`src/common/sha3_pad_pkg.sv`:
```
// Shared widths, enums and pad constants for the Keccak sponge input padder.
// The control, beat-forming and block stages import it whole.

`default_nettype none

package sha3_pad_pkg;

  //////////////////////////////////////////////////////////////////////
  // Widths
  //////////////////////////////////////////////////////////////////////

  localparam int KeccakWidth = 1600;
  localparam int MsgWidth    = 64;
  localparam int MsgStrbW    = MsgWidth / 8;
  localparam int MsgEntries  = KeccakWidth / MsgWidth;
  localparam int MsgAddrW    = $clog2(MsgEntries);

  // encode_string(N) || encode_string(S), prepared by software
  localparam int NsBytes     = 62;
  // Two bytepad header bytes in front of N||S
  localparam int PrefixBytes = NsBytes + 2;
  localparam int PrefixWords = PrefixBytes / MsgStrbW;
  localparam int PrefixIdxW  = $clog2(PrefixWords);

  //////////////////////////////////////////////////////////////////////
  // Types
  //////////////////////////////////////////////////////////////////////

  typedef enum logic [1:0] {
    Sha3   = 2'd0,
    Shake  = 2'd1,
    CShake = 2'd2
  } sha3_mode_e;

  typedef enum logic [2:0] {
    L128 = 3'd0,
    L224 = 3'd1,
    L256 = 3'd2,
    L384 = 3'd3,
    L512 = 3'd4
  } keccak_strength_e;

  typedef enum logic [2:0] {
    StIdle       = 3'd0,
    StPrefix     = 3'd1,
    StPrefixWait = 3'd2,
    StMessage    = 3'd3,
    StPad        = 3'd4,
    StPadRun     = 3'd5,
    StPad01      = 3'd6,
    StPadFlush   = 3'd7
  } pad_st_e;

  // Source of the beat written into the block register
  typedef enum logic [2:0] {
    BeatNone    = 3'd0,
    BeatFifo    = 3'd1,
    BeatPrefix  = 3'd2,
    BeatFuncPad = 3'd3,
    BeatZeroEnd = 3'd4
  } beat_sel_e;

  //////////////////////////////////////////////////////////////////////
  // Constant functions
  //////////////////////////////////////////////////////////////////////

  // Rate in 64-bit words
  function automatic logic [MsgAddrW-1:0] rate_words(keccak_strength_e strength);
    logic [MsgAddrW-1:0] words;
    unique case (strength)
      L128:    words = MsgAddrW'(21);
      L224:    words = MsgAddrW'(18);
      L256:    words = MsgAddrW'(17);
      L384:    words = MsgAddrW'(13);
      L512:    words = MsgAddrW'(9);
      // Undefined codes fall back to the smallest rate
      default: words = MsgAddrW'(9);
    endcase
    return words;
  endfunction

  // left_encode(rate in bytes), first byte in the low bits
  function automatic logic [15:0] bytepad_header(keccak_strength_e strength);
    logic [7:0] rate_bytes;
    rate_bytes = {rate_words(strength), 3'b000};
    return {rate_bytes, 8'h01};
  endfunction

  // Domain bits plus the first 1 of pad10*1, from the first free bit up
  function automatic logic [4:0] func_pad(sha3_mode_e mode);
    logic [4:0] bits;
    unique case (mode)
      Sha3:    bits = 5'b00110;
      Shake:   bits = 5'b11111;
      CShake:  bits = 5'b00100;
      default: bits = 5'b00001;
    endcase
    return bits;
  endfunction

endpackage

`default_nettype wire

```
`src/common/pad_beat_if.sv`:
```
// Beat-level links between the padder stages.
// pad_ctrl_if carries the control decisions, pad_beat_if the block writes.

`default_nettype none

interface pad_ctrl_if import sha3_pad_pkg::*; ();
  beat_sel_e           beat_sel;
  logic [MsgAddrW-1:0] beat_addr;
  logic                end_of_block;
  logic                beat_wr;
  logic                clr_block;
  // Partial last word capture, with its byte count
  logic                buf_load;
  logic [2:0]          buf_bytes;
  logic                buf_clr;

  modport ctrl (output beat_sel, beat_addr, end_of_block, beat_wr, clr_block,
                output buf_load, buf_bytes, buf_clr);
  modport former (input beat_sel, beat_addr, end_of_block, beat_wr, clr_block,
                  input buf_load, buf_bytes, buf_clr);
endinterface


`default_nettype wire

```
`src/pad_ctrl/pad_ctrl_fsm.sv`:
```
// Padding sequencer of the input padder.
// Walks prefix (cSHAKE only), message, function pad and zero-end beats,
// counts beats against the rate and starts the Keccak round per full block.

`default_nettype none

module pad_ctrl_fsm
  import sha3_pad_pkg::*;
(
  input  wire logic                 clk_i,
  input  wire logic                 rst_b,
  input  wire logic                 msg_valid_i,
  input  wire logic [MsgStrbW-1:0]  msg_strb_i,
  input  wire logic                 keccak_ready_i,
  input  wire logic                 keccak_complete_i,
  input  var  sha3_mode_e           mode_i,
  input  var  keccak_strength_e     strength_i,
  input  wire logic                 start_i,
  input  wire logic                 process_i,
  output logic                      msg_ready_o,
  output logic                      keccak_run_o,
  output logic                      absorbed_o,
  pad_ctrl_if.ctrl                  ctrl_o
);

  pad_st_e             st_q, st_d;
  logic [MsgAddrW-1:0] cnt_q;
  logic [MsgAddrW-1:0] rate;
  logic                end_of_block;
  logic                block_full;
  logic                process_q;
  logic                process_seen;
  logic                msg_full;
  logic [2:0]          strb_bytes;
  beat_sel_e           beat_sel;
  logic                beat_wr;
  logic                clr_block;
  logic                buf_load;
  logic                buf_clr;
  logic                absorbed_d;

  //////////////////////////////////////////////////////////////////////
  // Beat counter and status
  //////////////////////////////////////////////////////////////////////

  assign rate         = rate_words(strength_i);
  // Current beat is the last word of the rate
  assign end_of_block = (cnt_q + MsgAddrW'(1)) == rate;
  // All rate words written and the block waits for the Keccak round
  assign block_full   = cnt_q == rate;

  always_ff @(posedge clk_i or negedge rst_b) begin
    if (!rst_b) begin
      cnt_q <= '0;
    end else if (clr_block) begin
      cnt_q <= '0;
    end else if (beat_wr) begin
      cnt_q <= cnt_q + MsgAddrW'(1);
    end
  end

  // Only full words go to the block and anything else is the last word
  assign msg_full = &msg_strb_i;

  // Partial strobes are contiguous from byte 0
  always_comb begin
    strb_bytes = '0;
    for (int i = 0; i < MsgStrbW - 1; i++) begin
      if (msg_strb_i[i]) begin
        strb_bytes = strb_bytes + 3'd1;
      end
    end
  end

  // Remember process until the next start
  always_ff @(posedge clk_i or negedge rst_b) begin
    if (!rst_b) begin
      process_q <= 1'b0;
    end else if (process_i) begin
      process_q <= 1'b1;
    end else if (start_i) begin
      process_q <= 1'b0;
    end
  end

  assign process_seen = process_q | process_i;

  //////////////////////////////////////////////////////////////////////
  // State machine
  //////////////////////////////////////////////////////////////////////

  always_ff @(posedge clk_i or negedge rst_b) begin
    if (!rst_b) begin
      st_q       <= StIdle;
      absorbed_o <= 1'b0;
    end else begin
      st_q       <= st_d;
      absorbed_o <= absorbed_d;
    end
  end

  always_comb begin
    st_d         = st_q;
    beat_sel     = BeatNone;
    beat_wr      = 1'b0;
    clr_block    = 1'b0;
    buf_load     = 1'b0;
    buf_clr      = 1'b0;
    msg_ready_o  = 1'b0;
    keccak_run_o = 1'b0;
    absorbed_d   = 1'b0;

    unique case (st_q)
      StIdle: begin
        if (start_i) begin
          st_d = (mode_i == CShake) ? StPrefix : StMessage;
        end
      end

      // bytepad(N||S) block zero-filled up to the rate
      StPrefix: begin
        beat_sel = BeatPrefix;
        if (!block_full) begin
          beat_wr = 1'b1;
        end else if (keccak_ready_i) begin
          keccak_run_o = 1'b1;
          clr_block    = 1'b1;
          st_d         = StPrefixWait;
        end
      end

      // Message must land on top of the absorbed prefix
      StPrefixWait: begin
        if (keccak_complete_i) begin
          st_d = StMessage;
        end
      end

      StMessage: begin
        beat_sel = BeatFifo;
        if (block_full) begin
          // Port stays closed until the round takes the block
          if (keccak_ready_i) begin
            keccak_run_o = 1'b1;
            clr_block    = 1'b1;
          end
        end else if (msg_valid_i) begin
          msg_ready_o = 1'b1;
          beat_wr     = msg_full;
          buf_load    = !msg_full;
        end else if (process_seen) begin
          st_d = StPad;
        end
      end

      // Held-back bytes merged with function pad and the end bit if last word
      StPad: begin
        beat_sel = BeatFuncPad;
        beat_wr  = 1'b1;
        buf_clr  = 1'b1;
        st_d     = end_of_block ? StPadRun : StPad01;
      end

      StPadRun: begin
        if (keccak_ready_i) begin
          keccak_run_o = 1'b1;
          clr_block    = 1'b1;
          st_d         = StPadFlush;
        end
      end

      // Zero words where the last one carries the pad10*1 end bit
      StPad01: begin
        beat_sel = BeatZeroEnd;
        if (!block_full) begin
          beat_wr = 1'b1;
        end else if (keccak_ready_i) begin
          keccak_run_o = 1'b1;
          clr_block    = 1'b1;
          st_d         = StPadFlush;
        end
      end

      StPadFlush: begin
        if (keccak_complete_i) begin
          absorbed_d = 1'b1;
          st_d       = StIdle;
        end
      end

      default: st_d = StIdle;
    endcase
  end

  assign ctrl_o.beat_sel     = beat_sel;
  assign ctrl_o.beat_addr    = cnt_q;
  assign ctrl_o.end_of_block = end_of_block;
  assign ctrl_o.beat_wr      = beat_wr;
  assign ctrl_o.clr_block    = clr_block;
  assign ctrl_o.buf_load     = buf_load;
  assign ctrl_o.buf_bytes    = strb_bytes;
  assign ctrl_o.buf_clr      = buf_clr;

  //////////////////////////////////////////////////////////////////////
  // Assertions
  //////////////////////////////////////////////////////////////////////

  run_pulse_a: assert property (@(posedge clk_i) disable iff (!rst_b)
    keccak_run_o |=> !keccak_run_o);

  absorbed_pulse_a: assert property (@(posedge clk_i) disable iff (!rst_b)
    absorbed_o |=> !absorbed_o);

  // Zero-end words only follow a pad word that left room in the block
  pad01_not_at_end_a: assert property (@(posedge clk_i) disable iff (!rst_b)
    (st_q == StPad01 && $past(st_q) == StPad) |-> !block_full);

endmodule

`default_nettype wire

```
`src/flat_wrapper.sv`:
```
// flat-port wrapper written by rule: the top's interface ports become plain ports
module pad_ctrl_fsm_flat import sha3_pad_pkg::*;
  (clk_i, rst_b, msg_valid_i, msg_strb_i, keccak_ready_i, keccak_complete_i, mode_i, strength_i, start_i, process_i, msg_ready_o, keccak_run_o, absorbed_o, ctrl_o_beat_sel, ctrl_o_beat_addr, ctrl_o_end_of_block, ctrl_o_beat_wr, ctrl_o_clr_block, ctrl_o_buf_load, ctrl_o_buf_bytes, ctrl_o_buf_clr);
  pad_ctrl_if ctrl_o_i ();
  input  wire logic clk_i;
  input  wire logic rst_b;
  input  wire logic msg_valid_i;
  input  wire logic [MsgStrbW-1:0] msg_strb_i;
  input  wire logic keccak_ready_i;
  input  wire logic keccak_complete_i;
  input  var  sha3_mode_e mode_i;
  input  var  keccak_strength_e strength_i;
  input  wire logic start_i;
  input  wire logic process_i;
  output logic msg_ready_o;
  output logic keccak_run_o;
  output logic absorbed_o;
  output wire logic [$bits(ctrl_o_i.beat_sel)-1:0] ctrl_o_beat_sel;
  output wire logic [$bits(ctrl_o_i.beat_addr)-1:0] ctrl_o_beat_addr;
  output wire logic [$bits(ctrl_o_i.end_of_block)-1:0] ctrl_o_end_of_block;
  output wire logic [$bits(ctrl_o_i.beat_wr)-1:0] ctrl_o_beat_wr;
  output wire logic [$bits(ctrl_o_i.clr_block)-1:0] ctrl_o_clr_block;
  output wire logic [$bits(ctrl_o_i.buf_load)-1:0] ctrl_o_buf_load;
  output wire logic [$bits(ctrl_o_i.buf_bytes)-1:0] ctrl_o_buf_bytes;
  output wire logic [$bits(ctrl_o_i.buf_clr)-1:0] ctrl_o_buf_clr;
  assign ctrl_o_beat_sel = ctrl_o_i.beat_sel;
  assign ctrl_o_beat_addr = ctrl_o_i.beat_addr;
  assign ctrl_o_end_of_block = ctrl_o_i.end_of_block;
  assign ctrl_o_beat_wr = ctrl_o_i.beat_wr;
  assign ctrl_o_clr_block = ctrl_o_i.clr_block;
  assign ctrl_o_buf_load = ctrl_o_i.buf_load;
  assign ctrl_o_buf_bytes = ctrl_o_i.buf_bytes;
  assign ctrl_o_buf_clr = ctrl_o_i.buf_clr;
  pad_ctrl_fsm u_core (.clk_i(clk_i), .rst_b(rst_b), .msg_valid_i(msg_valid_i), .msg_strb_i(msg_strb_i), .keccak_ready_i(keccak_ready_i), .keccak_complete_i(keccak_complete_i), .mode_i(mode_i), .strength_i(strength_i), .start_i(start_i), .process_i(process_i), .msg_ready_o(msg_ready_o), .keccak_run_o(keccak_run_o), .absorbed_o(absorbed_o), .ctrl_o(ctrl_o_i));
endmodule
```
`config.mk`:
```
export PLATFORM = sky130hd
export DESIGN_NAME = pad_ctrl_fsm_flat
export DESIGN_NICKNAME = d
export VERILOG_FILES = /design/src/common/sha3_pad_pkg.sv /design/src/common/pad_beat_if.sv /design/src/pad_ctrl/pad_ctrl_fsm.sv /design/src/flat_wrapper.sv
export SDC_FILE = /design/constraint.sdc
export NUM_CORES = 1
export LEC_CHECK = 0
export ABC_AREA = 0
export BUFFER_PORTS_ARGS = -buffer_cell sky130_fd_sc_hd__buf_2
export CAP_MARGIN = 20
export CELL_PAD_IN_SITES_DETAIL_PLACEMENT = 2
export CELL_PAD_IN_SITES_GLOBAL_PLACEMENT = 2
export CORE_MARGIN = 2
export CORE_UTILIZATION = 28
export DETAILED_ROUTE_END_ITERATION = 8
export GPL_TIMING_DRIVEN = 0
export MAX_ROUTING_LAYER = met4
export PLACE_DENSITY_LB_ADDON = 0.1
export SYNTH_ARGS = -nofsm -noshare
export SYNTH_HDL_FRONTEND = slang
export SYNTH_SLANG_ARGS = --single-unit
```
`constraint.sdc`:
```
create_clock -name clk_i -period 4.4 [get_ports clk_i]
set_input_delay 0.66 -clock clk_i [delete_from_list [all_inputs] [get_ports clk_i]]
set_output_delay 0.66 -clock clk_i [all_outputs]
set_load 0.01 [all_outputs]
```
# --- Word-level counts from Yosys, hierarchy flattened ---
# Cells that the tools add are included.
word_totals:
  reg_bits: 10
  input_bits: 20
  output_inout_bits: 19
  word_cells: 85
classes:
  add_sub_neg: 7
  n_eq_ne: 22
  muxes: 42
  bitwise: 1
  n_reduce_logical: 9
ops:
  columns: ["op", "count"]
  rows:
  - ["3-bit two-way mux", 16]
  - ["3-bit one-hot mux with 8 select lines", 1]
  - ["5-bit one-hot mux with 4 select lines", 1]
  - ["1-bit two-way mux", 17]
  - ["3-bit by 1-bit adder with 3-bit output (second input constant)", 5]
  - ["3-bit by 2-bit == test with 1-bit output (second input constant)", 4]
  - ["3-bit == test (second input constant)", 4]
  - ["2-bit inequality test (second input constant)", 6]
  - ["3-bit one-hot mux with 4 select lines", 1]
  - ["5-bit == test", 2]
  - ["5-bit two-way mux", 2]
  - ["9-bit AND reduction", 1]
  - ["8-bit AND reduction", 1]
  - ["3-bit by 1-bit == test with 1-bit output (second input constant)", 2]
  - ["3-bit logical NOT", 2]
  - ["2-bit by 1-bit inequality test with 1-bit output (second input constant)", 3]
  - ["5-bit by 1-bit adder with 5-bit output (second input constant)", 1]
  - ["2-bit two-way mux", 2]
  - ["2-bit nonzero test", 2]
  - ["1-bit one-hot mux with 3 select lines", 1]
  - ["3-bit OR reduction", 1]
  - ["1-bit by 1-bit adder with 2-bit output (second input constant)", 1]
  - ["2-bit == test (second input constant)", 1]
  - ["1-bit one-hot mux with 2 select lines", 1]
  - ["3 further kinds", 3]

# --- Logic depth before layout (Yosys ltp) ---
# Gate-level depths: netlist of run 1.
logic_depth:
  ltp_word: 13
  ltp_mapped: 14
  mapped_depth_nobuf: 14

# --- Least setup slack after synthesis of run 1 ---
# No wires, ideal clock.
synth_timing:
  path_type: "in2out"
  start: "input msg_strb_i[0]"
  end: "output ctrl_o_buf_bytes[2]"
  t_arrival_ns: 3.552
  required_time_ns: 3.740
  setup_slack_ns: 0.188
  stages: 14
  path_buffers: 0
  cell_sequence: "inv_1 > ha_1 > xor2_1 > ha_1 > mux2_2 > ha_1 > mux2_2 > ha_1 > mux2_2 > ha_1 > nand2_1 > xor2_1 > xnor2_1 > xnor2_1"
synth_between:
  elab_chain_len: 13
synth_lines:
  columns: ["element", "line_no", "rtl"]
  rows:
  - ["start: declaration", "flat_wrapper.sv:8", "input wire logic [MsgStrbW-1:0] msg_strb_i;"]
  - ["1-bit two-way mux *", "pad_ctrl_fsm.sv:69", "if (msg_strb_i[i]) begin"]
  - ["1-bit by 1-bit adder with 2-bit output", "pad_ctrl_fsm.sv:70", "strb_bytes = strb_bytes + 3'd1;"]
  - ["3-bit two-way mux *", "pad_ctrl_fsm.sv:69", null]
  - ["3-bit by 1-bit adder with 3-bit output", "pad_ctrl_fsm.sv:70", null]
  - ["3-bit two-way mux *", "pad_ctrl_fsm.sv:69", null]
  - ["3-bit by 1-bit adder with 3-bit output", "pad_ctrl_fsm.sv:70", null]
  - ["3-bit two-way mux *", "pad_ctrl_fsm.sv:69", null]
  - ["3-bit by 1-bit adder with 3-bit output", "pad_ctrl_fsm.sv:70", null]
  - ["3-bit two-way mux *", "pad_ctrl_fsm.sv:69", null]
  - ["3-bit by 1-bit adder with 3-bit output", "pad_ctrl_fsm.sv:70", null]
  - ["3-bit two-way mux *", "pad_ctrl_fsm.sv:69", null]
  - ["3-bit by 1-bit adder with 3-bit output", "pad_ctrl_fsm.sv:70", null]
  - ["3-bit two-way mux *", "pad_ctrl_fsm.sv:69", null]
  - ["end: declaration", "flat_wrapper.sv:24", "output wire logic [$bits(ctrl_o_i.buf_bytes)-1:0] ctrl_o_buf_bytes;"]
# Mark *: on every way between the ends. The rest lies on a longest branch, timed or not.

# --- Worst setup path in the final report of run 1 ---
layout_timing:
  start: "input msg_strb_i[1]"
  end: "output ctrl_o_buf_bytes[2]"
layout_between:
  elab_chain_len: 11
layout_lines:
  columns: ["element", "line_no"]
  rows:
  - ["3-bit two-way mux *", "pad_ctrl_fsm.sv:69"]
  - ["3-bit by 1-bit adder with 3-bit output", "pad_ctrl_fsm.sv:70"]
  - ["3-bit two-way mux *", "pad_ctrl_fsm.sv:69"]
  - ["3-bit by 1-bit adder with 3-bit output", "pad_ctrl_fsm.sv:70"]
  - ["3-bit two-way mux *", "pad_ctrl_fsm.sv:69"]
  - ["3-bit by 1-bit adder with 3-bit output", "pad_ctrl_fsm.sv:70"]
  - ["3-bit two-way mux *", "pad_ctrl_fsm.sv:69"]
  - ["3-bit by 1-bit adder with 3-bit output", "pad_ctrl_fsm.sv:70"]
  - ["3-bit two-way mux *", "pad_ctrl_fsm.sv:69"]
  - ["3-bit by 1-bit adder with 3-bit output", "pad_ctrl_fsm.sv:70"]
  - ["3-bit two-way mux *", "pad_ctrl_fsm.sv:69"]
# Marked as above.

==> run summary, run 1 <==
Register area share after synthesis: 21.6%
Max Cap Viol: 0
LEAKAGE: 0.000720 µW
Clk buf depth: 2
Fin crit period: 4.33 ns
Inserted Diodes: 0
Skew final: 0.00591 ns
Reg clk slew, reported paths: 0.06 ns
Detailed placement HPWL: 3090 µm
Clock sink total: 10
Ys Warns: 0
DRC Markers: 0
Worst Hold Class: input pin to async pin
Largest net degree at the start of global routing: 11
Worst-Skew Late Latency: 0.24 ns
CP Max Fanout: 2
Internal Power: 486 µW
Gate power share: 69.4%
CTS Hold Bufs: 0
Post-synth top cells: inv_1, nor2_1, a21oi_1, dfrtp_1, nand2_1
Top post-synthesis cells by area: dfrtp_1, ha_1, xnor2_1
Peak VDD IR: 244 µV
TritonCTS clock tree: yes
Initial Util: 28.9%
CP Class: input pin to output port
Grt ovf: 0
CP Capture Type: output port
Final worst slack: 0.0706 ns
Slew HR: 65.7%
Share of Yosys cell area claimed by the top area cell type: 21.6%
Endpoints failing hold: 0
Highest clock rate: 231 MHz
Family with the most delay on the worst path: adder cells
Worst Path Arrival: 3.67 ns
Cell area after synthesis: 1160 µm²
Critical Path RT: 3.74 ns
Fin util: 40.0%
Flop2flop setup slack: 2.36 ns
Clock root buffer: clkbuf_8
Die Wd: 68.3 µm
# rows: 23
Synth area leader: dfrtp_1
#FFs+latches synth: 10
Clock power frac: 12.6%
Crit share post-route: 98.4%
Setup violators final: 0
Port bufs: 38
Vias in the first global route: 1350
Share of cells above drive strength 1: 37.2%
Global Route Usage Sum: 19.2%
Syn avg cell area: 8.04 µm²
Mapped Nets: 172
Switching share of total power: 48.6%
Routed wire per std cell: 17.3 µm
Worst slack at placement: -0.246 ns
Async set-reset flop share out of synthesis: 100%
Final WL: 4120 µm
Vias: 1272
P&R area growth vs syn: 38.3%
Pwr per Cell Area: 591 nW/µm²
1st-pass router iterations: 4
ANT nets after route: 0
Crit path cell chain: buf_4 > inv_2 > ha_4 > xor2_4 > ha_4 > mux2_4 > ha_4 > mux2_4 > ha_4 > mux2_4 > ha_4 > nand2_4 > xor2_2 > xnor2_1 > xnor2_1 > buf_2
I/O pins: 39
Main synth FF type: dfrtp_1
Max Slew Vio Count: 0
Netlist cell types: 48
Power share of the sequential group: 18.0%
Starting DRT DRC Count: 39
Least-Margin Pin Slew: 0.509 ns
Height of the die: 68.3 µm
Buffer and inverter count on the worst path: 3
Status: finished clean
Critical path's slowest cell: ha_4
Fin nets: 217
Via density: 5.34
Core Region: 4000 µm²
Cell repeated most along the worst path: ha_4
Number of flops mapped to enable cells by yosys: 0
Net switching power figure: 460 µW
CP Launch Type: input pin
Post-Synthesis Cells: 144
H-tree levels: 1
Initial antenna violation count: 0
CTS Buf Count: 3
Routability cong.: 0.787
Crit path largest cell delay: 0.28 ns
Final hold slack: 0.289 ns
Die area: 4660 µm²
First-pass GRT wire length: 6520 µm
-- routing by layer --
| metal | global-route usage [%] | vias up | wire, µm |
|---|---|---|---|
| met2 | 32.6 | 31 | 2050 |
| met4 | 3.00 | 0 | 38 |
| met3 | 1.97 | 4 | 142 |
| met1 | 25.1 | 624 | 1890 |
| met5 | - | - | 0 |
| li1 | - | 613 | - |
-- cell type report --
cell class / count / area (µm²)
buffer: 7 / 40.0
inverter: 11 / 41.3
tap: 50 / 62.6
timing repair buffer: 40 / 214
sequential: 10 / 250
clock buffer: 4 / 55.1
fill: 459 / 2400
multi-input combinational: 116 / 937
-- final timing paths --
check | end | startpoint | cells past startpoint
worst max-delay path | ctrl_o_buf_bytes[2] | msg_strb_i[1] | 16
worst min-delay path | u_core.st_q[0] | rst_b | 1
worst max register to register | u_core.ctrl_o.beat_addr[3] | u_core.ctrl_o.beat_addr[1] | 6
worst min register to register | u_core.process_q | u_core.process_q | 1
max in group asynchronous | u_core.st_q[2] | rst_b | 1
min in group clk_i | u_core.process_q | u_core.process_q | 1
-- registers in the layout, summed over array words and instances (netlist names) --
register / cells
u_core.absorbed_o: 1
u_core.st_q: 3
u_core.ctrl_o.beat_addr: 5
u_core.process_q: 1
-- kinds of logic (layout without fill, tap and decap cells) --
kind of cell | Yosys count | in the layout | synth area share [%]
compound gates | 35 | 35 | 22.6
fa+ha+maj | 8 | 8 | 8.65
xor+xnor | 13 | 13 | 9.84
mux | 5 | 5 | 4.76
buf+inv | 18 | 62 | 7.03
simple gates | 55 | 55 | 25.5
flops | 10 | 10 | 21.6
-- stage by stage --
stage                     setup TNS [ns]  total power [µW]  cell area [µm²]  std cells
final                                  0               945             1600        238
after global routing             -0.0318              1030             1600        238
after CTS                              0               924             1540        238
after detailed placement          -0.260               777             1410        232
after global placement            -0.106               756             1410        232
after floorplan                        0               579             1160        144
-- cells in the final DEF, fill, tap and decap left out, drive strengths merged, types with 2 or more instances in the layout --
master   instances
dfrtp           10
a21oi           11
and3             2
nand3            9
o221a            2
a211oi           2
or3              3
or4              3
nor3             2
o2111ai          2
nand2           10
nor2b            2
ha               8
nor4             2
xnor2            7
nor2            11
mux2             4
o31ai            3
xor2             6
o21ai            6
clkbuf           6
nand4            3
nor3b            3
inv             11
buf             45
-- timing repair --
item / in CTS / in global routing
buffers inserted: 2 / 0
gates resized for setup: 9 / 10
pin swaps: 4 / 8
endpoints found under the setup margin: 2 / 1
-- power groups by stage --
stage	Sequential [µW]	Clock [µW]	Combinational, µW
floorplan	164	0	415
global placement	170	0	585
detailed placement	171	0	606
CTS	170	122	632
global route	176	125	726
finish	170	119	657
(Power assumes the default switching activity.)
==> inputs of run 2 (changes only) <==
==> constraint.sdc (replaced) <==
create_clock -name clk_i -period 4.53 [get_ports clk_i]
set_input_delay 0.6795 -clock clk_i [delete_from_list [all_inputs] [get_ports clk_i]]
set_output_delay 0.6795 -clock clk_i [all_outputs]
set_load 0.01 [all_outputs]
==> run 2 against run 1 <==
Hold slack better by 0.018 ns; count of clock-buffer cells in the layout unchanged; clock power about the same; first-iteration DRC count down 28%; via count down 1.0%; sequential share of layout area up 0.29 points; die area unchanged; largest cell class unchanged; largest power group unchanged.
==> run summary, run 2 (synthesis results as in run 1) <==
Status: finished clean
Internal Power: 465 µW
CP Launch Type: input pin
Detailed placement HPWL: 3090 µm
Grt ovf: 0
Area of the multi-input gates: 915 µm²
Vias in the first global route: 1325
Area post-placement: 1410 µm²
Via density: 5.29
Design Area, Final: 1570 µm²
First-pass GRT wire length: 6390 µm
Area occupied by registers: 250 µm²
Height of the die: 68.3 µm
Max Cap Viol: 0
P&R area growth vs syn: 35.8%
Largest net degree at the start of global routing: 11
DRC Markers: 0
Crit share post-route: 97.3%
TritonCTS clock tree: yes
Core Region: 4000 µm²
Worst-Skew Late Latency: 0.24 ns
Sum Neg Setup Slack: 0 ns
Critical Path RT: 3.85 ns
Start of the worst register-to-register path: u_core.ctrl_o.beat_addr[1]
Commonest non-fill, non-tap cell in the layout: buf_2
Share of cells above drive strength 1: 36.7%
CTS Buf Count: 3
Worst Path Arrival: 3.73 ns
Endpoints failing hold: 0
Starting DRT DRC Count: 28
Gate power share: 69.0%
Clock sink total: 10
Max Slew Vio Count: 0
Routability cong.: 0.787
Worst Setup SP: msg_strb_i[0]
Switching share of total power: 48.8%
CTS Hold Bufs: 0
Clock power frac: 12.7%
Worst Hold Class: input pin to async pin
Global Route Usage Sum: 18.7%
CP Class: input pin to output port
ANT nets after route: 0
Skew final: 0.00634 ns
CP Capture Type: output port
Clock root buffer: clkbuf_8
Vias: 1259
Die Wd: 68.3 µm
Peak VDD IR: 237 µV
# rows: 23
Initial Util: 28.9%
Setup violators final: 0
Port bufs: 38
Most frequent cells in the layout: buf_2, nor2_1, dfrtp_1
Pwr per Cell Area: 577 nW/µm²
Net switching power figure: 442 µW
Highest clock rate: 227 MHz
LEAKAGE: 0.000707 µW
Inserted Diodes: 0
I/O pins: 39
Initial antenna violation count: 0
H-tree levels: 1
Power share of the sequential group: 18.3%
Reg clk slew, reported paths: 0.06 ns
Least-Margin Pin Slew: 0.506 ns
Routed wire per std cell: 17.4 µm
CP Max Fanout: 2
Die area: 4660 µm²
Max reg flops: 5
Clk buf depth: 2
Fin crit period: 4.41 ns
1st-pass router iterations: 4
Fill cell count: 473
Slew HR: 65.9%
Final WL: 4140 µm
Design Power: 907 µW
Fin nets: 217
==> run 2: changes by cell type in the layout (fill, tap and decap cells not counted) <==
cell     previous run  this run
buf_6               2         1
ha_2                0         1
buf_2              38        39
xor2_2              1         0
ha_4                5         4
xor2_1              4         5
nand2_4             1         0
nand2_2             0         1
==> run 2: layout make-up <==
type                    instances  area share (%)
plain buffers                   7            2.55
flip-flops and latches         10            15.9
inverters                      11            2.63
multi-input cells             116            58.2
clock buffers                   4            3.50
well taps                      50            3.98
repair buffers                 40            13.2
==> run 2: worst max-delay path, cell delays in order <==
cell     delay, ns
buf_2         0.10
inv_2         0.05
ha_4          0.29
xor2_4        0.20
ha_4          0.22
mux2_4        0.28
ha_4          0.24
mux2_4        0.28
ha_4          0.24
mux2_4        0.27
ha_2          0.19
nand2_2       0.06
xor2_1        0.17
xnor2_1       0.16
xnor2_1       0.14
buf_2         0.15
==> run 2: metrics by stage <==
step | utilization, % | std cells | worst slack (ns) | hold slack, ns
6_report | 39.3 | 238 | 0.120 | 0.307
5_1_grt | 39.3 | 238 | -0.0397 | 0.319
4_1_cts | 37.8 | 237 | 0.0276 | 0.313
3_5_place_dp | 35.3 | 232 | -0.155 | 0.479
3_3_place_gp | 35.3 | 232 | -0.0155 | 0.462
2_1_floorplan | - | 144 | 0.279 | 0.384
==> run 2: timing repair <==
item | 4_1_cts | 5_1_grt
pin swaps | 4 | 6
endpoints found under the setup margin | 1 | 1
gates resized for setup | 7 | 8
setup buffers | 1 | 1
==> run 2: final timing paths <==
check,to,slack (ns),depth (start not counted)
max,ctrl_o_buf_bytes[2],0.12,16
min,u_core.st_q[0],0.31,1
max reg2reg,u_core.ctrl_o.beat_addr[3],2.48,6
min reg2reg,u_core.process_q,0.50,1
max in group asynchronous,u_core.st_q[2],4.01,1
min in group clk_i,u_core.process_q,0.50,1
==> run 2: metal layers <==
| layer | GRT usage (%) | part of all wire, % | wire length (µm) |
|---|---|---|---|
| met1 | 25.2 | 47 | 1940 |
| met2 | 30.8 | 50 | 2050 |
| met3 | 1.97 | 3.3 | 136 |
| met4 | 3.00 | 0.19 | 8 |
| met5 | - | 0 | 0 |
==> run 2: power groups by stage <==
| stage | Combinational [µW] | Sequential [µW] | Clock [µW] |
|---|---|---|---|
| finish | 626 | 166 | 116 |
| global route | 698 | 171 | 121 |
| CTS | 607 | 165 | 118 |
| floorplan | 403 | 160 | 0 |
| global placement | 569 | 166 | 0 |
| detailed placement | 589 | 166 | 0 |
==> inputs of run 3 (changes only) <==
--- a/config.mk
+++ b/config.mk
@@ -6,13 +6,13 @@
 export NUM_CORES = 1
 export LEC_CHECK = 0
 export ABC_AREA = 0
-export BUFFER_PORTS_ARGS = -buffer_cell sky130_fd_sc_hd__buf_2
 export CAP_MARGIN = 20
 export CELL_PAD_IN_SITES_DETAIL_PLACEMENT = 2
 export CELL_PAD_IN_SITES_GLOBAL_PLACEMENT = 2
 export CORE_MARGIN = 2
-export CORE_UTILIZATION = 28
+export CORE_UTILIZATION = 35
 export DETAILED_ROUTE_END_ITERATION = 8
+export DONT_BUFFER_PORTS = 1
 export GPL_TIMING_DRIVEN = 0
 export MAX_ROUTING_LAYER = met4
 export PLACE_DENSITY_LB_ADDON = 0.1
==> run 3 against run 2 <==
Sequential share of layout area is 3.7 points higher; clock skew is 0.0017 ns lower; core utilization is 1.7 points higher; first-iteration DRC count is 43% higher; critical path type unchanged; count of clock-buffer cells in the layout is 1 lower; die area is 19% lower; largest cell class unchanged.
==> run summary, run 3 (synthesis results as in run 1) <==
Status: finished clean
Max reg flops: 5
Worst slack at placement: 0.0580 ns
Routed wire per std cell: 17.8 µm
1st-pass router iterations: 3
I/O pins: 39
First-pass GRT wire length: 5620 µm
Clock sink total: 10
Worst-Skew Late Latency: 0.25 ns
Vias: 1113
Fill cell count: 375
Final worst slack: 0.196 ns
Final WL: 3430 µm
Routability cong.: 0.811
Flop2flop setup slack: 2.06 ns
Fin nets: 178
DRC Markers: 0
TritonCTS clock tree: yes
CTS Buf Count: 3
Worst Hold Class: input pin to async pin
Most frequent cells in the layout: inv_1, nor2_1, a21oi_1, dfrtp_1
Sum Neg Setup Slack: 0 ns
Height of the die: 61.5 µm
CP Capture Type: output port
Reg clk slew, reported paths: 0.06 ns
Design Power: 747 µW
CP Class: input pin to output port
Design Area, Final: 1270 µm²
Area occupied by registers: 250 µm²
Largest net degree at the start of global routing: 11
CP Launch Type: input pin
Clk buf depth: 2
Global Route Usage Sum: 20.6%
Initial Util: 37.3%
Area post-placement: 1210 µm²
Die area: 3780 µm²
Max Cap Viol: 0
Share of cells above drive strength 1: 15.5%
Via density: 5.80
Least-Margin Pin Slew: 0.812 ns
Peak VDD IR: 249 µV
Inserted Diodes: 0
Crit share post-route: 95.7%
Post-Layout Cell Count: 192
ANT nets after route: 0
CTS Hold Bufs: 0
Max Slew Vio Count: 0
Fin crit period: 4.33 ns
LEAKAGE: 0.000506 µW
Endpoints failing hold: 0
Setup violators final: 0
RSZ-0062 raised after global routing: false
Vias in the first global route: 1227
Starting DRT DRC Count: 40
Port bufs: 0
Die Wd: 61.5 µm
Pwr per Cell Area: 587 nW/µm²
Detailed placement HPWL: 2910 µm
Clock root buffer: clkbuf_4
Highest clock rate: 231 MHz
Worst Path Arrival: 3.65 ns
Placed insts: 188
CP Max Fanout: 2
Critical Path RT: 3.85 ns
Initial antenna violation count: 0
Area of the multi-input gates: 856 µm²
P&R area growth vs syn: 9.95%
Slew HR: 45.5%
Core Region: 3100 µm²
# rows: 20
Grt ovf: 0
Skew final: 0.00461 ns
H-tree levels: 1
## run 3: critical path: stages
cell and delay, ns:
inv_1 0.07, ha_4 0.22, xor2_2 0.18, ha_1 0.27, mux2_2 0.29, ha_1 0.29, mux2_2 0.28, ha_1 0.30
mux2_2 0.28, ha_1 0.21, nand2_2 0.09, xor2_2 0.15, xnor2_1 0.15, xnor2_1 0.20
## run 3: metal layers
metal / vias to the layer above / wire [µm] / track usage [%]
met3: 2 / 115 / 2.52
met4: 0 / 8 / 3.65
met2: 20 / 1790 / 37.3
li1: 536 / - / -
met1: 555 / 1510 / 24.4
met5: - / 0 / -
## run 3: cell type report
class / count / area share, %
Sequential cell: 10 / 19.7
Timing Repair Buffer: 1 / 0.590
Buffer: 7 / 3.15
Clock buffer: 3 / 1.77
Inverter: 11 / 3.24
Multi-Input combinational cell: 116 / 67.3
Tap cell: 44 / 4.33
## run 3: path summary, 6_finish.rpt
path / start / to / cells past startpoint
worst max-delay path: msg_strb_i[0] / ctrl_o_buf_bytes[2] / 14
worst min-delay path: rst_b / u_core.absorbed_o / 0
worst max register to register: u_core.ctrl_o.beat_addr[0] / u_core.st_q[0] / 7
worst min register to register: u_core.process_q / u_core.process_q / 1
max in group asynchronous: rst_b / u_core.ctrl_o.beat_addr[2] / 0
min in group clk_i: u_core.process_q / u_core.process_q / 1
## run 3: what timing repair did
action,CTS,global route
resized for setup,0,4
setup endpoints to repair,0,1
setup buffers,0,1
## run 3: through the flow
step	util, %	hold WS (ns)
6_report	41.0	0.112
5_1_grt	41.0	0.0899
4_1_cts	39.8	0.0994
3_5_place_dp	39.1	0.384
3_3_place_gp	39.1	0.384
2_1_floorplan	-	0.384
## run 3: power by group
group	total, µW	switching [µW]	internal [µW]
sequential	171	50.0	121
combinational	518	312	206
clock	57.6	27.1	30.5
